### config.mk
export PLATFORM = sky130hd
export DESIGN_NAME = fetch_stage
export DESIGN_NICKNAME = d
export VERILOG_FILES = /design/src/hw/fetch_pkg.sv /design/src/hw/rv_isa_pkg.sv /design/src/hw/fetch_queue.sv /design/src/hw/fetch_stage.sv /design/src/hw/instr_predecoder.sv /design/src/hw/pc_unit.sv
export SDC_FILE = /design/constraint.sdc
export NUM_CORES = 1
export LEC_CHECK = 0
export BUFFER_PORTS_ARGS = -buffer_cell sky130_fd_sc_hd__buf_4
export CAP_MARGIN = 5
export CORE_MARGIN = 5
export CORE_UTILIZATION = 53
export DETAILED_ROUTE_END_ITERATION = 7
export PLACE_DENSITY = 0.74
export SETUP_SLACK_MARGIN = 0.2
export SYNTH_ARGS = -nofsm -noshare
export SYNTH_HDL_FRONTEND = slang
export SYNTH_HIERARCHICAL = 1
export SYNTH_SLANG_ARGS = --single-unit
### constraint.sdc
create_clock -name clk -period 8.7 [get_ports clk]
set_input_delay 0.435 -clock clk [delete_from_list [all_inputs] [get_ports clk]]
set_output_delay 0.435 -clock clk [all_outputs]
set_load 0.05 [all_outputs]
### src/hw/fetch_pkg.sv
`default_nettype none

package fetch_pkg;

    ////////////////////////////////////////////////////////////
    // Datapath widths
    ////////////////////////////////////////////////////////////

    // Address and instruction width
    localparam int XLEN = 32;

    // First fetch address after reset
    localparam logic [XLEN-1:0] RESET_VECTOR = 32'h8000_0000;

    ////////////////////////////////////////////////////////////
    // Hazard codes from the pipeline control
    ////////////////////////////////////////////////////////////

    // These two freeze the PC, every other code lets fetch run
    localparam logic [3:0] HZ_STALL_EARLY = 4'b0001;
    localparam logic [3:0] HZ_STALL_MMU   = 4'b0010;

    ////////////////////////////////////////////////////////////
    // Fetch queue sizing
    ////////////////////////////////////////////////////////////

    // Entries of PC and instruction pairs
    localparam int QUEUE_DEPTH = 4;

    // Pointer width, log2 of the depth
    localparam int QUEUE_PTR_W = 2;

endpackage

`default_nettype wire

### src/hw/rv_isa_pkg.sv
`default_nettype none

package rv_isa_pkg;

    ////////////////////////////////////////////////////////////
    // RV32I major opcodes, bits [6:0]
    ////////////////////////////////////////////////////////////

    localparam logic [6:0] OP_LUI    = 7'b0110111;
    localparam logic [6:0] OP_AUIPC  = 7'b0010111;
    localparam logic [6:0] OP_JAL    = 7'b1101111;
    localparam logic [6:0] OP_JALR   = 7'b1100111;
    localparam logic [6:0] OP_BRANCH = 7'b1100011;
    localparam logic [6:0] OP_LOAD   = 7'b0000011;
    localparam logic [6:0] OP_STORE  = 7'b0100011;
    localparam logic [6:0] OP_IMM    = 7'b0010011;
    localparam logic [6:0] OP_REG    = 7'b0110011;
    localparam logic [6:0] OP_FENCE  = 7'b0001111;
    localparam logic [6:0] OP_SYSTEM = 7'b1110011;

    // Coarse class handed to decode
    typedef enum logic [3:0] {
        CL_ALU,
        CL_LOAD,
        CL_STORE,
        CL_BRANCH,
        CL_JAL,
        CL_JALR,
        CL_UPPER,
        CL_FENCE,
        CL_SYSTEM,
        CL_ILLEGAL
    } instr_class_t;

    // Immediate layouts of the base ISA
    typedef enum logic [2:0] {
        IMM_NONE,
        IMM_I,
        IMM_S,
        IMM_B,
        IMM_U,
        IMM_J
    } imm_fmt_t;

endpackage

`default_nettype wire

### src/hw/fetch_queue.sv
`timescale 1ns/100ps
`default_nettype none

module fetch_queue
    import fetch_pkg::*;
(
    input  wire logic            clk,
    input  wire logic            rst,
    input  wire logic            push,
    input  wire logic [XLEN-1:0] push_pc,
    input  wire logic [XLEN-1:0] push_instr,
    input  wire logic            pop,
    input  wire logic            flush,
    output logic      [XLEN-1:0] head_pc,
    output logic      [XLEN-1:0] head_instr,
    output logic                 empty,
    output logic                 nearly_full
);

    logic [XLEN-1:0]        pc_mem    [QUEUE_DEPTH];
    logic [XLEN-1:0]        instr_mem [QUEUE_DEPTH];
    logic [QUEUE_PTR_W-1:0] wr_ptr;
    logic [QUEUE_PTR_W-1:0] rd_ptr;
    logic [QUEUE_PTR_W:0]   count;
    logic                   full;

    assign empty       = (count == '0);
    assign full        = (count == (QUEUE_PTR_W+1)'(QUEUE_DEPTH));
    // One slot or none left
    assign nearly_full = (count >= (QUEUE_PTR_W+1)'(QUEUE_DEPTH - 1));

    assign head_pc    = pc_mem[rd_ptr];
    assign head_instr = instr_mem[rd_ptr];

    ////////////////////////////////////////////////////////////
    // Pointers and occupancy
    ////////////////////////////////////////////////////////////

    always_ff @(posedge clk) begin
        if (rst || flush) begin
            wr_ptr <= '0;
            rd_ptr <= '0;
            count  <= '0;
        end else begin
            if (push) begin
                wr_ptr <= wr_ptr + QUEUE_PTR_W'(1);
            end
            if (pop) begin
                rd_ptr <= rd_ptr + QUEUE_PTR_W'(1);
            end
            case ({push, pop})
                2'b10:   count <= count + (QUEUE_PTR_W+1)'(1);
                2'b01:   count <= count - (QUEUE_PTR_W+1)'(1);
                default: count <= count;
            endcase
        end
    end

    // Storage
    always_ff @(posedge clk) begin
        if (push && !flush) begin
            pc_mem[wr_ptr]    <= push_pc;
            instr_mem[wr_ptr] <= push_instr;
        end
    end

    ////////////////////////////////////////////////////////////
    // Checks on the neighbours' strobes
    ////////////////////////////////////////////////////////////

    a_no_pop_empty: assert property (
        @(posedge clk) disable iff (rst) pop |-> !empty
    ) else $error("fetch_queue: pop while empty");

    a_no_push_full: assert property (
        @(posedge clk) disable iff (rst) push |-> !full
    ) else $error("fetch_queue: push while full");

endmodule

`default_nettype wire

### src/hw/fetch_stage.sv
`timescale 1ns/100ps
`default_nettype none

module fetch_stage
    import fetch_pkg::*;
    import rv_isa_pkg::*;
(
    input  wire logic            clk,
    input  wire logic            rst,
    // Redirects from CSR and execute
    input  wire logic            trap_valid,
    input  wire logic [XLEN-1:0] trap_target,
    input  wire logic            branch_resolve,
    input  wire logic            mispredict,
    input  wire logic [XLEN-1:0] alu_target,
    input  wire logic [XLEN-1:0] saved_pc,
    // Pipeline control
    input  wire logic [3:0]      hazard,
    input  wire logic            fence,
    input  wire logic            decode_stall,
    // Instruction memory, one cycle read latency
    output logic      [XLEN-1:0] imem_addr,
    input  wire logic [XLEN-1:0] imem_rdata,
    // To decode
    output logic                 dec_valid,
    output logic      [XLEN-1:0] dec_pc,
    output logic      [XLEN-1:0] dec_instr,
    output instr_class_t         dec_class,
    output logic      [XLEN-1:0] dec_imm
);

    logic            push;
    logic [XLEN-1:0] push_pc;
    logic [XLEN-1:0] push_instr;
    logic            flush;
    logic            pop;
    logic [XLEN-1:0] head_pc;
    logic [XLEN-1:0] head_instr;
    logic            empty;
    logic            nearly_full;

    pc_unit u_pc_unit (
        .clk            (clk),
        .rst            (rst),
        .trap_valid     (trap_valid),
        .trap_target    (trap_target),
        .branch_resolve (branch_resolve),
        .mispredict     (mispredict),
        .alu_target     (alu_target),
        .saved_pc       (saved_pc),
        .hazard         (hazard),
        .fence          (fence),
        .nearly_full    (nearly_full),
        .imem_rdata     (imem_rdata),
        .imem_addr      (imem_addr),
        .push           (push),
        .push_pc        (push_pc),
        .push_instr     (push_instr),
        .flush          (flush)
    );

    fetch_queue u_fetch_queue (
        .clk         (clk),
        .rst         (rst),
        .push        (push),
        .push_pc     (push_pc),
        .push_instr  (push_instr),
        .pop         (pop),
        .flush       (flush),
        .head_pc     (head_pc),
        .head_instr  (head_instr),
        .empty       (empty),
        .nearly_full (nearly_full)
    );

    instr_predecoder u_instr_predecoder (
        .clk          (clk),
        .rst          (rst),
        .head_pc      (head_pc),
        .head_instr   (head_instr),
        .empty        (empty),
        .decode_stall (decode_stall),
        .flush        (flush),
        .pop          (pop),
        .dec_valid    (dec_valid),
        .dec_pc       (dec_pc),
        .dec_instr    (dec_instr),
        .dec_class    (dec_class),
        .dec_imm      (dec_imm)
    );

endmodule

`default_nettype wire

### src/hw/instr_predecoder.sv
`timescale 1ns/100ps
`default_nettype none

module instr_predecoder
    import fetch_pkg::*;
    import rv_isa_pkg::*;
(
    input  wire logic            clk,
    input  wire logic            rst,
    input  wire logic [XLEN-1:0] head_pc,
    input  wire logic [XLEN-1:0] head_instr,
    input  wire logic            empty,
    input  wire logic            decode_stall,
    input  wire logic            flush,
    output logic                 pop,
    output logic                 dec_valid,
    output logic      [XLEN-1:0] dec_pc,
    output logic      [XLEN-1:0] dec_instr,
    output instr_class_t         dec_class,
    output logic      [XLEN-1:0] dec_imm
);

    instr_class_t    cls;
    imm_fmt_t        fmt;
    logic [XLEN-1:0] imm;
    logic [XLEN-1:0] ins;

    assign ins = head_instr;
    assign pop = !empty && !decode_stall;

    // Opcode to class and immediate layout
    always_comb begin
        case (ins[6:0])
            OP_IMM:    begin cls = CL_ALU;     fmt = IMM_I;    end
            OP_REG:    begin cls = CL_ALU;     fmt = IMM_NONE; end
            OP_LUI:    begin cls = CL_UPPER;   fmt = IMM_U;    end
            OP_AUIPC:  begin cls = CL_UPPER;   fmt = IMM_U;    end
            OP_JAL:    begin cls = CL_JAL;     fmt = IMM_J;    end
            OP_JALR:   begin cls = CL_JALR;    fmt = IMM_I;    end
            OP_BRANCH: begin cls = CL_BRANCH;  fmt = IMM_B;    end
            OP_LOAD:   begin cls = CL_LOAD;    fmt = IMM_I;    end
            OP_STORE:  begin cls = CL_STORE;   fmt = IMM_S;    end
            OP_FENCE:  begin cls = CL_FENCE;   fmt = IMM_NONE; end
            OP_SYSTEM: begin cls = CL_SYSTEM;  fmt = IMM_I;    end
            default:   begin cls = CL_ILLEGAL; fmt = IMM_NONE; end
        endcase
    end

    // Sign extension always from bit 31
    always_comb begin
        case (fmt)
            IMM_I:   imm = {{20{ins[31]}}, ins[31:20]};
            IMM_S:   imm = {{20{ins[31]}}, ins[31:25], ins[11:7]};
            IMM_B:   imm = {{19{ins[31]}}, ins[31], ins[7], ins[30:25], ins[11:8], 1'b0};
            IMM_U:   imm = {ins[31:12], 12'b0};
            IMM_J:   imm = {{12{ins[31]}}, ins[19:12], ins[20], ins[30:21], 1'b0};
            default: imm = '0;
        endcase
    end

    ////////////////////////////////////////////////////////////
    // Output register
    ////////////////////////////////////////////////////////////

    always_ff @(posedge clk) begin
        if (rst || flush) begin
            dec_valid <= 1'b0;
        end else if (!decode_stall) begin
            dec_valid <= pop;
        end
    end

    // Payload holds while decode is stalled
    always_ff @(posedge clk) begin
        if (pop && !flush) begin
            dec_pc    <= head_pc;
            dec_instr <= head_instr;
            dec_class <= cls;
            dec_imm   <= imm;
        end
    end

    a_valid_known: assert property (
        @(posedge clk) disable iff (rst) !$isunknown(dec_valid)
    ) else $error("instr_predecoder: dec_valid unknown");

endmodule

`default_nettype wire

### src/hw/pc_unit.sv
`timescale 1ns/100ps
`default_nettype none

module pc_unit
    import fetch_pkg::*;
    import rv_isa_pkg::*;
(
    input  wire logic            clk,
    input  wire logic            rst,
    input  wire logic            trap_valid,
    input  wire logic [XLEN-1:0] trap_target,
    input  wire logic            branch_resolve,
    input  wire logic            mispredict,
    input  wire logic [XLEN-1:0] alu_target,
    input  wire logic [XLEN-1:0] saved_pc,
    input  wire logic [3:0]      hazard,
    input  wire logic            fence,
    input  wire logic            nearly_full,
    input  wire logic [XLEN-1:0] imem_rdata,
    output logic      [XLEN-1:0] imem_addr,
    output logic                 push,
    output logic      [XLEN-1:0] push_pc,
    output logic      [XLEN-1:0] push_instr,
    output logic                 flush
);

    logic [XLEN-1:0] pc;
    logic            pend_valid;
    logic [XLEN-1:0] pend_pc;
    logic            jump_pend;
    logic [XLEN-1:0] jump_saved;
    logic            hold;
    logic            jal_seen;
    logic            take_jump;
    logic [XLEN-1:0] j_imm;
    logic [XLEN-1:0] jal_target;
    logic [XLEN-1:0] jump_target;

    ////////////////////////////////////////////////////////////
    // Control decisions
    ////////////////////////////////////////////////////////////

    // Queue room is checked with one read still in flight
    assign hold = (hazard == HZ_STALL_EARLY) || (hazard == HZ_STALL_MMU)
                  || fence || nearly_full;

    assign flush = trap_valid || branch_resolve;

    // Early jump detection on the returning word
    assign jal_seen = pend_valid && (imem_rdata[6:0] == OP_JAL);
    assign j_imm    = {{12{imem_rdata[31]}}, imem_rdata[19:12], imem_rdata[20],
                       imem_rdata[30:21], 1'b0};

    // PC already sits one word past the JAL here
    assign jal_target = pc + j_imm - 32'd4;

    // A jump seen under hold is parked until the hold lifts
    assign take_jump   = !hold && (jal_seen || jump_pend);
    assign jump_target = jump_pend ? jump_saved : jal_target;

    assign imem_addr  = pc;
    assign push       = pend_valid && !flush;
    assign push_pc    = pend_pc;
    assign push_instr = imem_rdata;

    ////////////////////////////////////////////////////////////
    // PC register and in-flight tracking
    ////////////////////////////////////////////////////////////

    always_ff @(posedge clk) begin
        if (rst) begin
            pc         <= RESET_VECTOR;
            pend_valid <= 1'b0;
            jump_pend  <= 1'b0;
        end else begin
            // Redirects and early jumps drop the read issued this cycle
            pend_valid <= !hold && !flush && !take_jump;

            if (trap_valid) begin
                pc <= trap_target;
            end else if (branch_resolve) begin
                pc <= mispredict ? saved_pc + 32'd4 : alu_target;
            end else if (hold) begin
                pc <= pc;
            end else if (take_jump) begin
                pc <= jump_target;
            end else begin
                pc <= pc + 32'd4;
            end

            if (flush) begin
                jump_pend <= 1'b0;
            end else if (hold && jal_seen) begin
                jump_pend <= 1'b1;
            end else if (take_jump) begin
                jump_pend <= 1'b0;
            end
        end
    end

    // Address of the read now in flight, and a parked jump target
    always_ff @(posedge clk) begin
        pend_pc <= pc;
        if (hold && jal_seen) begin
            jump_saved <= jal_target;
        end
    end

    ////////////////////////////////////////////////////////////
    // Checks
    ////////////////////////////////////////////////////////////

    a_pc_aligned: assert property (
        @(posedge clk) disable iff (rst) pc[1:0] == 2'b00
    ) else $error("pc_unit: PC not word aligned");

    // Flush kills both the current response and the one behind it
    a_flush_no_push: assert property (
        @(posedge clk) disable iff (rst) flush |-> !push ##1 !push
    ) else $error("pc_unit: push around a flush");

endmodule

`default_nettype wire

==> flow_metrics.tcl <==
set metrics [dict create \
    fin_crit_sh_pct 44.8 \
    gp_congestion 0.944 \
    post-route-min-period_ns 3.90 \
    hp-start "imem_rdata[10]" \
    synth-edff-count 388 \
    hp-class "in -> reg" \
    slew_headroom_pct 30.2 \
    num_vias 14100 \
    cp_max_fo 7 \
    grt_pass1_vias 13800 \
    netlist.area_leader.share_pct 54.3 \
    synth_area_leaders "edfxtp_1 54%, dfxtp_1 7.1%, mux4_2 6.3%" \
    yosysMostFrequentCell "edfxtp_1" \
    r2r_slack_ns 4.80 \
    slew_violations 0 \
    clk_pin_slew_ns 0.06 \
    cts_htree_levels 2 \
    slowest_stage "o41ai_1" \
    drcViolationCount 0 \
    reg2regPathDepth 15 \
    finClkSkew_ns 0.0137 \
    area_growth_pct 16.4 \
    io_buffer_count 271 \
    ys_types 89 \
    fin_area_sq_mm 0.0250 \
    drtPass1Iterations 6 \
    ios 272 \
    die_x_um 211 \
    synth_top_cell_by_area "edfxtp_1" \
    ys_ff_latch 464 \
    tritoncts "done" \
    finalNetCount 2021 \
    wl_per_cell_um 23.9 \
    crit_top_cell "inv_1" \
    grt_util_all_layers_pct 24.8 \
    die-area_sq_mm 0.0446 \
    max_clock_freq_ghz 0.257 \
    dpl_cell_area_sq_mm 0.0235 \
    syn_nets 1794 \
    whs_path_depth 1 \
    diodes 0 \
    critical_path_class "reg -> reg" \
    critPathMaxStageDelay_ns 0.59 \
    grt_pass1_wl_um 84200 \
    fin_tns_setup_ns 0 \
    ys_warn_count 6 \
    hold_buffers 0 \
    cts_root_buf "clkbuf_16" \
    grt_antenna_before_repair 0 \
    power_mw 5.01 \
    rr_startpoint "u_pc_unit/imem_addr[2]" \
    syn_inst 1587 \
    postRouteAntennaNets 0 \
    grt_setup_unrepaired "no" \
    ir_worst_vdd_mv 0.135 \
    crit_arrival_ns 4.32 \
    cap_violations 0 \
    cp_cell_sequence "inv_1 -> ha_1 -> inv_1 -> ha_1 -> inv_1 -> fa_1 -> nor2b_1 -> o21ai_0 -> a21oi_1 -> o21ai_1 -> a21oi_1 -> nor3_1 -> o41ai_1 -> mux2i_1 -> o21ai_0" \
    crit_path_end_kind "flop" \
    hold_viol_final 0 \
    drive_above_1_share_pct 24.2 \
    synthArstFlopShare_pct 0 \
    cellPowerDensity_mw_per_mm2 201 \
    drt-initial-drc-count 1494 \
    clk_path_buf_depth 3 \
    cp.required_ns 9.12 \
    hpwl_um 40600 \
    fill_cells 2979 \
    reg2reg_to "u_pc_unit/imem_addr[30]" \
    cts_setup_buffers 0 \
    tightest_slew_ns 1.05 \
    start_kind "flop" \
    synthesis.area_sq_mm 0.0215 \
    yosysSeqAreaShare_pct 61.4 \
    min_to "u_fetch_queue/instr_mem[1][10]" \
    yosys-top-cells-count "388 x edfxtp_1, 134 x inv_1, 99 x nor2_1" \
    syn_area_per_cell_sq_um 13.5 \
    synth_ff_type "edfxtp_1" \
    grt_max_degree 74 \
    core_area_sq_mm 0.0399 \
    grt_overflow 0 \
    floorplan.initialDensity_pct 53.7 \
    die_h_um 211 \
    clock_latency_ns 0.55 \
    setup_violations 0 \
    rows 73 \
    status "finished, final reports clean" \
    cts_sinks 464 \
    routed_wl_um 56700 \
    post_cts_resized 0 \
    vias_per_cell 5.94 \
    cts_buffers 45 \
    p_leak_nw 9.33 \
]
[placed cells by master (no fill, tap or decap), types with 8 or more instances in the layout]
master | Yosys | routed
edfxtp_1 | 388 | 388
buf_4 | 37 | 282
inv_1 | 134 | 134
nor2_1 | 99 | 98
a21oi_1 | 89 | 89
nand2_1 | 82 | 82
dfxtp_1 | 76 | 74
ha_1 | 66 | 66
mux4_2 | 60 | 60
xnor2_1 | 57 | 57
clkbuf_16 | 0 | 48
o21ai_0 | 42 | 42
a21o_1 | 35 | 35
nand3_1 | 32 | 32
xor2_1 | 29 | 29
a211oi_1 | 27 | 27
nor3_1 | 21 | 20
and3_1 | 20 | 20
nor2b_1 | 18 | 18
mux2i_1 | 15 | 15
nand4_1 | 13 | 13
a221oi_1 | 13 | 13
o221ai_1 | 12 | 12
a31oi_1 | 11 | 11
and2_1 | 12 | 8
o211ai_1 | 8 | 8
nor4_1 | 8 | 8
[worst max path at each step]
stage | depth (start not counted) | endpoint | start | slack, ns
floorplan | 3 | u_instr_predecoder/dec_class[0] | branch_resolve | 0.36
global placement | 16 | u_pc_unit/imem_addr[30] | imem_rdata[22] | 4.93
detailed placement | 16 | u_pc_unit/imem_addr[30] | imem_rdata[22] | 4.90
CTS | 15 | u_pc_unit/imem_addr[30] | u_pc_unit/imem_addr[2] | 4.87
global route | 15 | u_pc_unit/imem_addr[30] | u_pc_unit/imem_addr[2] | 4.57
finish | 15 | u_pc_unit/imem_addr[30] | u_pc_unit/imem_addr[2] | 4.80
[worst max-delay path: cells and delay by family (launching register included)]
family                     cells  cell delay [ns]
muxes                          1             0.24
adders and majority gates      3             0.89
and+or+nand+nor                2             0.24
AOI/OAI and AO/OA              6             1.72
buffers and inverters          3             0.25
DFF                            1             0.43
[flip-flops by register name (all words and copies together) (netlist names), named ones only]
| name | cells |
|---|---|
| u_fetch_queue/instr_mem | 128 |
| u_pc_unit/jump_saved | 32 |
| u_instr_predecoder/dec_instr | 32 |
| u_fetch_queue/pc_mem | 128 |
| u_fetch_queue/wr_ptr | 2 |
| u_instr_predecoder/dec_class | 4 |
| u_fetch_queue/count | 3 |
| u_fetch_queue/rd_ptr | 2 |
| u_instr_predecoder/dec_pc | 32 |
| u_instr_predecoder/dec_imm | 32 |
| u_pc_unit/push_pc | 32 |
| u_pc_unit/imem_addr | 32 |
| u_instr_predecoder/dec_valid | 1 |
| u_pc_unit/pend_valid | 1 |
| u_pc_unit/jump_pend | 1 |
[logic make-up (layout without fill, tap and decap cells)]
family,after synthesis,after routing,share of synthesized area (%)
and+or+nand+nor,340,340,7.78
AOI/OAI and AO/OA,312,312,9.90
adders and majority gates,68,68,4.04
xor gates and xnor gates,86,86,3.51
DFF,464,464,61.4
muxes,80,80,7.54
buffers and inverters,237,498,5.83
[power breakdown]
part           leakage, nW  internal, mW  switching (mW)
clock                0.709          1.08           0.815
sequential            4.18          2.45          0.0441
combinational         4.44         0.239           0.379
[through the flow]
step	std cells	worst slack (ns)	hold slack, ns	util [%]
6_report	2373	4.80	0.0838	62.5
5_1_grt	2373	4.57	0.0571	62.5
4_1_cts	2373	4.87	0.0594	62.5
3_5_place_dp	2292	4.90	0.414	58.9
3_3_place_gp	2292	4.93	0.396	58.9
2_1_floorplan	1587	0.356	0.362	-
[metal layers]
| metal | global-route usage, % | up-vias | share of wire [%] |
|---|---|---|---|
| met2 | 40.9 | 629 | 49 |
| met4 | 7.74 | 0 | 3.1 |
| met1 | 34.1 | 7001 | 40 |
| met3 | 3.95 | 100 | 8.0 |
| li1 | - | 6368 | - |
| met5 | 0 | - | 0 |
[cell type report]
cell class / count / area, sq um / share of cell area (%)
Inverter: 135 / 507 / 2.03
Sequential cell: 464 / 13200 / 52.8
Timing Repair Buffer: 282 / 2120 / 8.48
Clock buffer: 60 / 1300 / 5.19
Clock inverter: 21 / 159 / 0.636
Tap cell: 525 / 657 / 2.63
Multi-Input combinational cell: 886 / 7050 / 28.2
No activity file was read; power rests on OpenSTA's default activity.
